File: config.mk
export PLATFORM = sky130hd
export DESIGN_NAME = noc_link_bridge
export DESIGN_NICKNAME = d
export VERILOG_FILES = /design/src/source/noc_link_pkg.sv /design/src/source/link_port.sv /design/src/source/link_regs_apb.sv /design/src/source/noc_link_bridge.sv /design/src/source/repeater_node.sv /design/src/source/two_elem_fifo.sv
export VERILOG_INCLUDE_DIRS = /design/src /design/src/source
export SDC_FILE = /design/constraint.sdc
export NUM_CORES = 1
export LEC_CHECK = 0
export ABC_AREA = 1
export BUFFER_PORTS_ARGS = -buffer_cell sky130_fd_sc_hd__buf_2
export CAP_MARGIN = 0
export CORE_MARGIN = 3
export CORE_UTILIZATION = 50
export DETAILED_ROUTE_END_ITERATION = 10
export GPL_ROUTABILITY_DRIVEN = 0
export HOLD_SLACK_MARGIN = 0.12
export PLACE_DENSITY_LB_ADDON = 0.1
export SLEW_MARGIN = 10
export SYNTH_ARGS = -nofsm -noshare
export SYNTH_HDL_FRONTEND = slang
export SYNTH_SLANG_ARGS = --single-unit
File: constraint.sdc
create_clock -name clk_i -period 3.65 [get_ports clk_i]
set_input_delay 0.73 -clock clk_i [delete_from_list [all_inputs] [get_ports clk_i]]
set_output_delay 0.73 -clock clk_i [all_outputs]
set_load 0.005 [all_outputs]
File: src/source/noc_link_params.svh
/* NoC link bridge build parameters
   Flit width, chain depth, counter width and APB address width */

`ifndef NOC_LINK_PARAMS_SVH
`define NOC_LINK_PARAMS_SVH

// Bits carried by one flit on either lane
`define NOC_FLIT_WIDTH 32

// Repeater nodes between the two link ports, one cycle of latency each
`define NOC_NUM_NODES 3

// Width of the saturating accepted-flit counters
`define NOC_CNT_WIDTH 32

// APB address bits seen by the register block
`define NOC_APB_AW 8

`endif

File: src/source/noc_link_pkg.sv
/* NoC link bridge shared types
   Flit payload, APB address and data words, register map offsets */

`default_nettype none

`include "noc_link_params.svh"

package noc_link_pkg;

  // One flit is a plain payload word, the bridge never looks inside it
  typedef logic [`NOC_FLIT_WIDTH-1:0] flit_t;

  // APB address as decoded by the register block
  typedef logic [`NOC_APB_AW-1:0] apb_addr_t;

  // APB read and write data are always a full 32-bit word
  typedef logic [31:0] apb_data_t;

  // Control register, bit 0 enables both ingress ports
  localparam apb_addr_t REG_CTRL = apb_addr_t'('h0);

  // Flits accepted at side A, any write clears it
  localparam apb_addr_t REG_CNT_AB = apb_addr_t'('h4);

  // Flits accepted at side B, any write clears it
  localparam apb_addr_t REG_CNT_BA = apb_addr_t'('h8);

  // Position of the enable inside REG_CTRL
  localparam int unsigned CTRL_EN_BIT = 0;

endpackage

`default_nettype wire

File: src/source/link_port.sv
/* Ingress link port at one end of the repeater chain
   Gates new flits with a registered enable and flags each accepted flit */

`default_nettype none

module link_port (
  input  wire logic           clk_i,
  input  wire logic           rst_n_i,
  input  wire logic           enable_i,
  input  wire logic           src_valid_i,
  input  noc_link_pkg::flit_t src_data_i,
  output logic                src_ready_o,
  output logic                dst_valid_o,
  output noc_link_pkg::flit_t dst_data_o,
  input  wire logic           dst_ready_i,
  output logic                accept_o
);

  // Local copy of the enable, so a register write lands one cycle later
  logic en_q;

  always_ff @(posedge clk_i or negedge rst_n_i) begin
    if (!rst_n_i) begin
      en_q <= 1'b0;
    end else begin
      en_q <= enable_i;
    end
  end

  // While disabled both halves of the handshake are forced low
  // so no flit can enter and the source just keeps holding its word
  assign src_ready_o = en_q & dst_ready_i;
  assign dst_valid_o = en_q & src_valid_i;

  // Payload goes through untouched, there is no added latency here
  assign dst_data_o = src_data_i;

  // One pulse per completed ingress transfer, feeds the flit counter
  assign accept_o = src_valid_i & src_ready_o;

endmodule

`default_nettype wire

File: src/source/link_regs_apb.sv
/* APB register block for the link bridge
   Holds the link enable and two saturating accepted-flit counters */

`default_nettype none

`include "noc_link_params.svh"

module link_regs_apb (
  input  wire logic                 clk_i,
  input  wire logic                 rst_n_i,
  input  wire logic                 psel_i,
  input  wire logic                 penable_i,
  input  wire logic                 pwrite_i,
  input  noc_link_pkg::apb_addr_t   paddr_i,
  input  noc_link_pkg::apb_data_t   pwdata_i,
  output noc_link_pkg::apb_data_t   prdata_o,
  output logic                      pready_o,
  output logic                      pslverr_o,
  input  wire logic                 inc_ab_i,
  input  wire logic                 inc_ba_i,
  output logic                      enable_o
);

  import noc_link_pkg::*;

  logic                      en_q;
  logic [`NOC_CNT_WIDTH-1:0] cnt_ab_q;
  logic [`NOC_CNT_WIDTH-1:0] cnt_ba_q;
  logic                      sel_ctrl;
  logic                      sel_ab;
  logic                      sel_ba;
  logic                      mapped;
  logic                      wr_en;
  apb_data_t                 rd_mux;

  // Next counter value, a clear beats an increment landing in the same cycle
  function automatic logic [`NOC_CNT_WIDTH-1:0] cnt_next(
    input logic [`NOC_CNT_WIDTH-1:0] cnt,
    input logic                      clr,
    input logic                      inc
  );
    logic [`NOC_CNT_WIDTH-1:0] nxt;
    nxt = cnt;
    if (clr) begin
      nxt = '0;
    end else if (inc && (cnt != '1)) begin
      // Sticks at all ones instead of wrapping back to zero
      nxt = cnt + 1'b1;
    end
    return nxt;
  endfunction

  // Address decode against the full offset
  assign sel_ctrl = (paddr_i == REG_CTRL);
  assign sel_ab   = (paddr_i == REG_CNT_AB);
  assign sel_ba   = (paddr_i == REG_CNT_BA);
  assign mapped   = sel_ctrl | sel_ab | sel_ba;

  // No wait states, so writes commit at the edge ending the access phase
  assign wr_en     = psel_i & penable_i & pwrite_i;
  assign pready_o  = 1'b1;
  assign pslverr_o = psel_i & penable_i & ~mapped;

  always_comb begin
    rd_mux = '0;
    if (sel_ctrl) begin
      rd_mux[CTRL_EN_BIT] = en_q;
    end else if (sel_ab) begin
      rd_mux = apb_data_t'(cnt_ab_q);
    end else if (sel_ba) begin
      rd_mux = apb_data_t'(cnt_ba_q);
    end
  end

  // Read data only shows while a read is selected, zero otherwise
  assign prdata_o = (psel_i && !pwrite_i) ? rd_mux : '0;

  always_ff @(posedge clk_i or negedge rst_n_i) begin
    if (!rst_n_i) begin
      en_q     <= 1'b0;
      cnt_ab_q <= '0;
      cnt_ba_q <= '0;
    end else begin
      if (wr_en && sel_ctrl) begin
        en_q <= pwdata_i[CTRL_EN_BIT];
      end
      // Any write to a counter clears it whatever the data
      cnt_ab_q <= cnt_next(cnt_ab_q, wr_en & sel_ab, inc_ab_i);
      cnt_ba_q <= cnt_next(cnt_ba_q, wr_en & sel_ba, inc_ba_i);
    end
  end

  assign enable_o = en_q;

endmodule

`default_nettype wire

File: src/source/noc_link_bridge.sv
/* Bidirectional NoC link bridge for long on-chip routes
   Link ports at both ends, a chain of repeater nodes and APB registers */

`default_nettype none

`include "noc_link_params.svh"

module noc_link_bridge (
  input  wire logic               clk_i,
  input  wire logic               rst_n_i,
  input  wire logic               a_valid_i,
  input  noc_link_pkg::flit_t     a_data_i,
  output logic                    a_ready_o,
  output logic                    a_valid_o,
  output noc_link_pkg::flit_t     a_data_o,
  input  wire logic               a_ready_i,
  input  wire logic               b_valid_i,
  input  noc_link_pkg::flit_t     b_data_i,
  output logic                    b_ready_o,
  output logic                    b_valid_o,
  output noc_link_pkg::flit_t     b_data_o,
  input  wire logic               b_ready_i,
  input  wire logic               psel_i,
  input  wire logic               penable_i,
  input  wire logic               pwrite_i,
  input  noc_link_pkg::apb_addr_t paddr_i,
  input  noc_link_pkg::apb_data_t pwdata_i,
  output noc_link_pkg::apb_data_t prdata_o,
  output logic                    pready_o,
  output logic                    pslverr_o
);

  import noc_link_pkg::*;

  localparam int unsigned NODES = `NOC_NUM_NODES;

  // Segment k sits in front of node k, segment NODES is the far end
  // The A-to-B lane runs upward in index, the B-to-A lane runs downward
  logic  ab_valid [NODES+1];
  flit_t ab_data  [NODES+1];
  logic  ab_ready [NODES+1];
  logic  ba_valid [NODES+1];
  flit_t ba_data  [NODES+1];
  logic  ba_ready [NODES+1];
  logic  inc_ab;
  logic  inc_ba;
  logic  link_en;

  // Side A ingress feeds segment 0 of the A-to-B lane
  link_port u_port_a (
    .clk_i (clk_i), .rst_n_i (rst_n_i), .enable_i (link_en),
    .src_valid_i (a_valid_i), .src_data_i (a_data_i), .src_ready_o (a_ready_o),
    .dst_valid_o (ab_valid[0]), .dst_data_o (ab_data[0]), .dst_ready_i (ab_ready[0]),
    .accept_o (inc_ab)
  );

  // Side B ingress feeds the far segment of the B-to-A lane
  link_port u_port_b (
    .clk_i (clk_i), .rst_n_i (rst_n_i), .enable_i (link_en),
    .src_valid_i (b_valid_i), .src_data_i (b_data_i), .src_ready_o (b_ready_o),
    .dst_valid_o (ba_valid[NODES]), .dst_data_o (ba_data[NODES]),
    .dst_ready_i (ba_ready[NODES]), .accept_o (inc_ba)
  );

  for (genvar k = 0; k < NODES; k++) begin : g_node
    repeater_node u_node (
      .clk_i (clk_i), .rst_n_i (rst_n_i),
      .ab_valid_i (ab_valid[k]), .ab_data_i (ab_data[k]), .ab_ready_o (ab_ready[k]),
      .ab_valid_o (ab_valid[k+1]), .ab_data_o (ab_data[k+1]), .ab_ready_i (ab_ready[k+1]),
      .ba_valid_i (ba_valid[k+1]), .ba_data_i (ba_data[k+1]), .ba_ready_o (ba_ready[k+1]),
      .ba_valid_o (ba_valid[k]), .ba_data_o (ba_data[k]), .ba_ready_i (ba_ready[k])
    );
  end

  // Egress on both sides comes straight off the end nodes
  assign b_valid_o       = ab_valid[NODES];
  assign b_data_o        = ab_data[NODES];
  assign ab_ready[NODES] = b_ready_i;
  assign a_valid_o       = ba_valid[0];
  assign a_data_o        = ba_data[0];
  assign ba_ready[0]     = a_ready_i;

  link_regs_apb u_regs (
    .clk_i (clk_i), .rst_n_i (rst_n_i),
    .psel_i (psel_i), .penable_i (penable_i), .pwrite_i (pwrite_i),
    .paddr_i (paddr_i), .pwdata_i (pwdata_i), .prdata_o (prdata_o),
    .pready_o (pready_o), .pslverr_o (pslverr_o),
    .inc_ab_i (inc_ab), .inc_ba_i (inc_ba), .enable_o (link_en)
  );

endmodule

`default_nettype wire

File: src/source/repeater_node.sv
/* Repeater node for a long bidirectional route
   One registered FIFO stage per lane, A-to-B and B-to-A */

`default_nettype none

module repeater_node (
  input  wire logic          clk_i,
  input  wire logic          rst_n_i,
  input  wire logic          ab_valid_i,
  input  noc_link_pkg::flit_t ab_data_i,
  output logic               ab_ready_o,
  output logic               ab_valid_o,
  output noc_link_pkg::flit_t ab_data_o,
  input  wire logic          ab_ready_i,
  input  wire logic          ba_valid_i,
  input  noc_link_pkg::flit_t ba_data_i,
  output logic               ba_ready_o,
  output logic               ba_valid_o,
  output noc_link_pkg::flit_t ba_data_o,
  input  wire logic          ba_ready_i
);

  import noc_link_pkg::*;

  // Lane from side A towards side B
  two_elem_fifo #(.payload_t(flit_t)) u_fifo_ab (
    .clk_i   (clk_i),
    .rst_n_i (rst_n_i),
    .valid_i (ab_valid_i),
    .data_i  (ab_data_i),
    .ready_o (ab_ready_o),
    .valid_o (ab_valid_o),
    .data_o  (ab_data_o),
    .ready_i (ab_ready_i)
  );

  // Lane from side B towards side A, the mirror of the one above
  two_elem_fifo #(.payload_t(flit_t)) u_fifo_ba (
    .clk_i   (clk_i),
    .rst_n_i (rst_n_i),
    .valid_i (ba_valid_i),
    .data_i  (ba_data_i),
    .ready_o (ba_ready_o),
    .valid_o (ba_valid_o),
    .data_o  (ba_data_o),
    .ready_i (ba_ready_i)
  );

endmodule

`default_nettype wire

File: src/source/two_elem_fifo.sv
/* Two-entry FIFO with valid/ready on both sides
   Both ready_o and valid_o come from flops, one flit per cycle sustained */

`default_nettype none

module two_elem_fifo #(
  parameter type payload_t = noc_link_pkg::flit_t
) (
  input  wire logic clk_i,
  input  wire logic rst_n_i,
  input  wire logic valid_i,
  input  payload_t  data_i,
  output logic      ready_o,
  output logic      valid_o,
  output payload_t  data_o,
  input  wire logic ready_i
);

  // Payload slots are written at wr_ptr_q and read at rd_ptr_q
  payload_t mem_q [2];
  logic     wr_ptr_q;
  logic     rd_ptr_q;
  logic     full_q;
  logic     empty_q;
  logic     enq;
  logic     deq;

  // A transfer happens on each side only when both halves of the handshake are up
  assign enq = valid_i & ~full_q;
  assign deq = ready_i & ~empty_q;

  // Outputs are straight from state so no combinational path crosses the FIFO
  assign ready_o = ~full_q;
  assign valid_o = ~empty_q;
  assign data_o  = mem_q[rd_ptr_q];

  always_ff @(posedge clk_i) begin
    if (enq) begin
      mem_q[wr_ptr_q] <= data_i;
    end
  end

  always_ff @(posedge clk_i or negedge rst_n_i) begin
    if (!rst_n_i) begin
      wr_ptr_q <= 1'b0;
      rd_ptr_q <= 1'b0;
      full_q   <= 1'b0;
      empty_q  <= 1'b1;
    end else begin
      if (enq) begin
        wr_ptr_q <= ~wr_ptr_q;
      end
      if (deq) begin
        rd_ptr_q <= ~rd_ptr_q;
      end
      // Occupancy only changes when exactly one side moves
      if (enq && !deq) begin
        empty_q <= 1'b0;
        full_q  <= (~wr_ptr_q == rd_ptr_q);
      end else if (deq && !enq) begin
        full_q  <= 1'b0;
        empty_q <= (~rd_ptr_q == wr_ptr_q);
      end
    end
  end

endmodule

`default_nettype wire

# Word level (Yosys, flattened, before mapping)
# Memory sizes are Yosys's and may differ from the RTL's.
# Cells that the tools add are included.
[totals]
ff_bits = 90
out_inout_bits = 102
input_bits = 113
mem_bits_rw = 384
mem_count = 6
[memory_table]
columns = ["memory", "words", "width", "read_ports", "rd_clocked_by_memory_dff", "write_ports", "line", "rtl"]
rows = [
  ["g_node[0].u_node.u_fifo_ab.mem_q", 2, 32, 1, 0, 1, "two_elem_fifo.sv:20", "payload_t mem_q [2];"],
  ["g_node[0].u_node.u_fifo_ba.mem_q", 2, 32, 1, 0, 1, "two_elem_fifo.sv:20", ""],
  ["g_node[1].u_node.u_fifo_ab.mem_q", 2, 32, 1, 0, 1, "two_elem_fifo.sv:20", ""],
  ["g_node[1].u_node.u_fifo_ba.mem_q", 2, 32, 1, 0, 1, "two_elem_fifo.sv:20", ""],
  ["g_node[2].u_node.u_fifo_ab.mem_q", 2, 32, 1, 0, 1, "two_elem_fifo.sv:20", ""],
  ["g_node[2].u_node.u_fifo_ba.mem_q", 2, 32, 1, 0, 1, "two_elem_fifo.sv:20", ""],
]
[op_classes]
eq_ne = 16
n_bitwise = 46
mux = 45
reduce_logical = 34
n_addsub = 2
[op_table]
columns = ["cell", "n"]
rows = [
  ["$mux 32", 7],
  ["$add 32x1->32 const B", 2],
  ["$ne 32x32->1 const B", 2],
  ["$mux 1", 37],
  ["$mux 31", 1],
  ["$not 1->1", 25],
  ["$and 1x1->1", 19],
  ["$logic_and 1x1->1", 16],
  ["$reduce_bool 2->1", 8],
  ["$eq 1x1->1", 12],
  ["$logic_not 1->1", 9],
  ["$eq 8x3->1 const B", 1],
  ["$eq 8x4->1 const B", 1],
  ["$logic_not 8->1", 1],
  ["$or 1x1->1", 2],
]

# Longest topological paths before layout
[logic_depth]
ltp_word = 6
depth_mapped = 11
depth_no_buf = 10

# Modules after synthesis
# Synthesis repeated with hierarchy kept, for this count alone.
[hier_totals]
hier_cells = 2048
area_unflattened_um2 = 21211.6
[by_module_without_submodules]
columns = ["mod", "n_inst", "area_each_um2", "cells_per_inst"]
rows = [
  ["two_elem_fifo", 6, 2600.0, 194],
  ["link_regs_apb", 1, 5031.1, 806],
  ["link_port", 2, 290.3, 39],
]

# Worst setup path after synthesis
# No wires, ideal clock.
[synth_path]
path_type = "input -> register"
from = "input port a_valid_i"
to = "memory g_node[0].u_node.u_fifo_ab.mem_q[0][0] (netlist name) (enable)"
required_ps = 3229
path_stages = 4
n_path_buf = 0
t_arrival_ps = 2533
path_slack_ps = 696
path_cell_list = "nand2_1 -> nor2_2 -> inv_1 -> nor2_1"
[synth_between]
elab_chain_cells = 4
[synth_rtl]
columns = ["item", "line", "rtl"]
rows = [
  ["start: declaration", "noc_link_bridge.sv:11", "input wire logic a_valid_i,"],
  ["$and 1x1->1", "link_port.sv:33", "assign dst_valid_o = en_q & src_valid_i;"],
  ["$and 1x1->1", "two_elem_fifo.sv:29", "assign enq = valid_i & ~full_q;"],
  ["$mux 1", "two_elem_fifo.sv:38", "if (enq) begin"],
  ["$mux 1 (implied by the code)", "two_elem_fifo.sv:39", "mem_q[wr_ptr_q] <= data_i;"],
  ["end: declaration", "two_elem_fifo.sv:20", ""],
]
# Every way passes these cells.

# Worst setup path in the final report
[layout_path]
from = "input port paddr_i[1]"
to = "output port prdata_o[31]"
[layout_between]
elab_chain_cells = 5
[layout_rtl]
columns = ["item", "line", "rtl"]
rows = [
  ["start: declaration", "noc_link_bridge.sv:26", "input noc_link_pkg::apb_addr_t paddr_i,"],
  ["$eq 8x4->1", "link_regs_apb.sv:56", "assign sel_ba = (paddr_i == REG_CNT_BA);"],
  ["$mux 32", "link_regs_apb.sv:70", "end else if (sel_ba) begin"],
  ["$mux 32", "link_regs_apb.sv:68", "end else if (sel_ab) begin"],
  ["$mux 31 *", "link_regs_apb.sv:66", "if (sel_ctrl) begin"],
  ["$mux 32 *", "link_regs_apb.sv:76", "assign prdata_o = (psel_i && !pwrite_i) ? rd_mux : '0;"],
  ["end: declaration", "noc_link_bridge.sv:28", "output noc_link_pkg::apb_data_t prdata_o,"],
]
# Every way passes the cells marked *; elsewhere a longest branch is shown, timed or not.

==> summary.md <==
| Metric | Value |
|---|---|
| Layout cell share with drive strength beyond 1 | `about a quarter` |
| Setup TNS | `0 ps` |
| Worst hold path class | `primary input to asynchronous set/reset pin` |
| Hold bufs inserted after CTS | `0` |
| Number of gates resized after cts | `0` |
| Most used cell, CP | `nor2_1` |
| Slew @ Worst Pin | `between 800 and 900 ps` |
| Run status | `completed` |
| Yosys warning count | `0` |
| Starting Density | `between 50 and 60%` |
| Startpoint Class | `primary input` |
| Hold Fails Final Rpt | `0` |
| IO Pins | `~220` |
| Critical path class | `primary input to output port` |
| Fmax achieved | `between 0.3 and 0.4 GHz` |
| Number of port buffers | `about 180` |
| Vias in the first global route | `between 10,000 and 15,000` |
| Clock latency on the worst-skew pair | `between 500 and 600 ps` |
| Slew HR | `roughly two fifths` |
| Synth unique cells | `44` |
| CTS Buf Count | `51` |
| Syn nets | `between 1,500 and 2,000` |
| Remaining Overflow, GRT | `0` |
| Layout Nets | `1,980` |
| Slew Viols, Final | `0` |
| Critical path arrival | `2250 ps` |
| Post-synthesis sequential area ratio | `67.4%` |
| Main synth FF type | `edfxtp_1` |
| Max Cap Violations | `0` |
| CP delay by family, top | `simple AND/OR/NAND/NOR gates` |
| Num Clock Sinks | `around 470` |
| Crit path buf inv count | `3` |
| Commonest non-fill, non-tap cell in the layout | `nand2_1` |
| Via/cell ratio | `just over 5` |
| Worst Path Max Fanout | `25` |
| Post-DP HPWL | `27.4 mm` |
| Routed WL per cell | `17.8 µm` |
| PwrDens | `approximately 760 nW/µm²` |
| Routed vias | `12,600` |
| Most frequent cells in the layout | `nand2_1 (480), edfxtp_1 (384), buf_2 (181)` |
| Synthesized netlist cell count | `around 1,700` |
| Hold WS | `around 270 ps` |
| Asr flop ratio synth | `a little under a fifth` |
| Worst vdd ir | `~0.00049 V` |
| Site row count | `73` |
| CTS tree | `built` |
| Clock Tree Buf Depth | `3` |
| Largest net degree at the start of global routing | `63` |
| Synth top area share | `between 50% and 60%` |
| Die width | `208 µm` |
| DRC | `0` |
| Final worst-path cycle share | `between 80% and 90%` |
| Clk pin slew, worst setup/hold paths | `around 60 ps` |
| Layout area overhead | `13.6%` |
| H-tree depth | `2` |
| Core Region | `40,100 µm²` |
| Leading area contributor after synthesis | `edfxtp_1` |
| Area contributors post-synth | `edfxtp_1 (56%), dfrtp_1 (10%), nand2_1 (8.8%)` |
| Post-CTS Setup Inserts | `0` |
| Initial antenna violation count | `2` |
| DIE AREA | `approximately 43,000 µm²` |
| Vert. Die Dim | `approximately 210 µm` |
| Pwr Total | `approximately 18 mW` |
| Clock skew | `between 10 and 15 ps` |
| Leak pwr | `a little over 9 nW` |
| Synthesis-stage register bit count | `474` |
| Crit-path cells | `buf_2, nor2_1, nand2_1, nor3_1, nor2_1, buf_4, o21ai_0, nor2_1, buf_2` |
| Slowest stage delay, CP | `just under 500 ps` |
| Number of flops mapped to enable cells by yosys | `384` |
| Total GRT Usage | `between 15 and 20%` |
| Min cycle time layout | `2980 ps` |
| First-pass GRT wire length | `68.2 mm` |
| Layout fillers | `~3,300` |
| DRT Wirelength | `about 43 mm` |
| Slowest cell on crit path | `nor3_1` |
| CTS root buf | `clkbuf_16` |
| Antenna-violating nets left | `0` |
| Synth Cell Area | `a little over 20,000 µm²` |
| DR pass1 iterations | `5` |
| Worst EP required | `2920 ps` |
| Worst setup EP type | `output port` |
| RSZ-0062 raised after global routing | `no` |
| Final setup viols | `0` |
| Mean Syn Cell Area | `between 10 and 15 µm²` |
| Number of DRC markers in iteration 0 | `737` |
==> metal layers <==
| metal | track usage [%] | wire [µm] | up-vias |
|---|---|---|---|
| li1 | - | - | 6094 |
| met1 | 25.5 | 18300 | 6115 |
| met2 | 34.7 | 21600 | 318 |
| met3 | 3.84 | 2320 | 56 |
| met4 | 5.30 | 969 | 2 |
| met5 | 0 | 7 | - |
==> area by class of cell <==
type                       count  area, µm²  area share, %
multi-input combinational   1054       5740           24.7
tap                          525        657           2.83
antenna                        1       2.50         0.0108
sequential                   474      13800           59.3
inverter                      68        255           1.10
clock buffer                  66       1360           5.87
timing repair buffer         210       1140           4.89
clock inverter                26        303           1.30
==> cells in the mapped netlist, drive strengths merged (4+ instances only) <==
master / instances
nand3b: 6
o21ai: 49
nor2: 173
nand2: 487
edfxtp: 384
dfrtp: 84
a21oi: 43
nand3: 77
nand4: 10
xor2: 34
xnor2: 10
buf: 76
mux2: 128
a22o: 4
nor3: 7
ha: 8
clkbuf: 43
o21bai: 5
inv: 66
dfstp: 6
==> flip-flops by register name (all words and copies together), names as in the netlist <==
signal	count
g_node.u_node.u_fifo_ab.empty_q	3
g_node.u_node.u_fifo_ab.full_q	3
g_node.u_node.u_fifo_ab.mem_q	192
g_node.u_node.u_fifo_ab.rd_ptr_q	3
g_node.u_node.u_fifo_ab.wr_ptr_q	3
g_node.u_node.u_fifo_ba.empty_q	3
g_node.u_node.u_fifo_ba.full_q	3
g_node.u_node.u_fifo_ba.mem_q	192
g_node.u_node.u_fifo_ba.rd_ptr_q	3
g_node.u_node.u_fifo_ba.wr_ptr_q	3
u_port_b.en_q	1
u_regs.cnt_ab_q	32
u_regs.cnt_ba_q	32
u_regs.enable_o	1
==> worst reg2reg max path, delay by kind of cell (launching register included) <==
kind,cells,cell delay (ps)
flops,1,450
simple gates,8,1500
compound gates,1,230
fa+ha+maj,1,270
==> power breakdown <==
part	switching [mW]	total, mW	internal, mW
registers	0.447	8.41	7.96
clock network	2.04	5.10	3.06
logic	2.63	4.27	1.63
total	5.12	17.8	12.7
==> stage by stage <==
| step | setup WS [ps] | std cells | cell area [µm²] | util [%] |
|---|---|---|---|---|
| after floorplan | 696 | 1715 | 20500 | - |
| after global placement | 699 | 2331 | 21600 | 53.8 |
| after detailed placement | 692 | 2331 | 21600 | 53.8 |
| after CTS | 687 | 2423 | 23200 | 58.0 |
| after global routing | 496 | 2424 | 23200 | 58.0 |
| final | 673 | 2424 | 23200 | 58.0 |
==> kinds of logic after synthesis <==
group | synth area share (%)
AOI/OAI and AO/OA | 2.89
xor gates and xnor gates | 1.88
adders and majority gates | 0.489
buffers and inverters | 4.83
DFF | 67.4
muxes | 7.04
other | 0.0183
and+or+nand+nor | 15.5
==> final timing paths <==
kind / from / endpoint / slack [ps] / depth (start not counted)
setup / recovery: paddr_i[1] / prdata_o[31] / 670 / 9
hold / removal: rst_n_i / u_regs.cnt_ab_q[28] / 270 / 1
setup reg to reg: u_regs.cnt_ba_q[1] / u_regs.cnt_ba_q[28] / 1150 / 10
hold reg to reg: u_regs.enable_o / u_port_b.en_q / 410 / 0
max in group asynchronous: rst_n_i / u_regs.cnt_ba_q[15] / 2610 / 2
min in group clk_i: a_data_i[7] / g_node[0].u_node.u_fifo_ab.mem_q[1][7] / 350 / 1
Note: power is estimated with default switching activity, not from simulation.
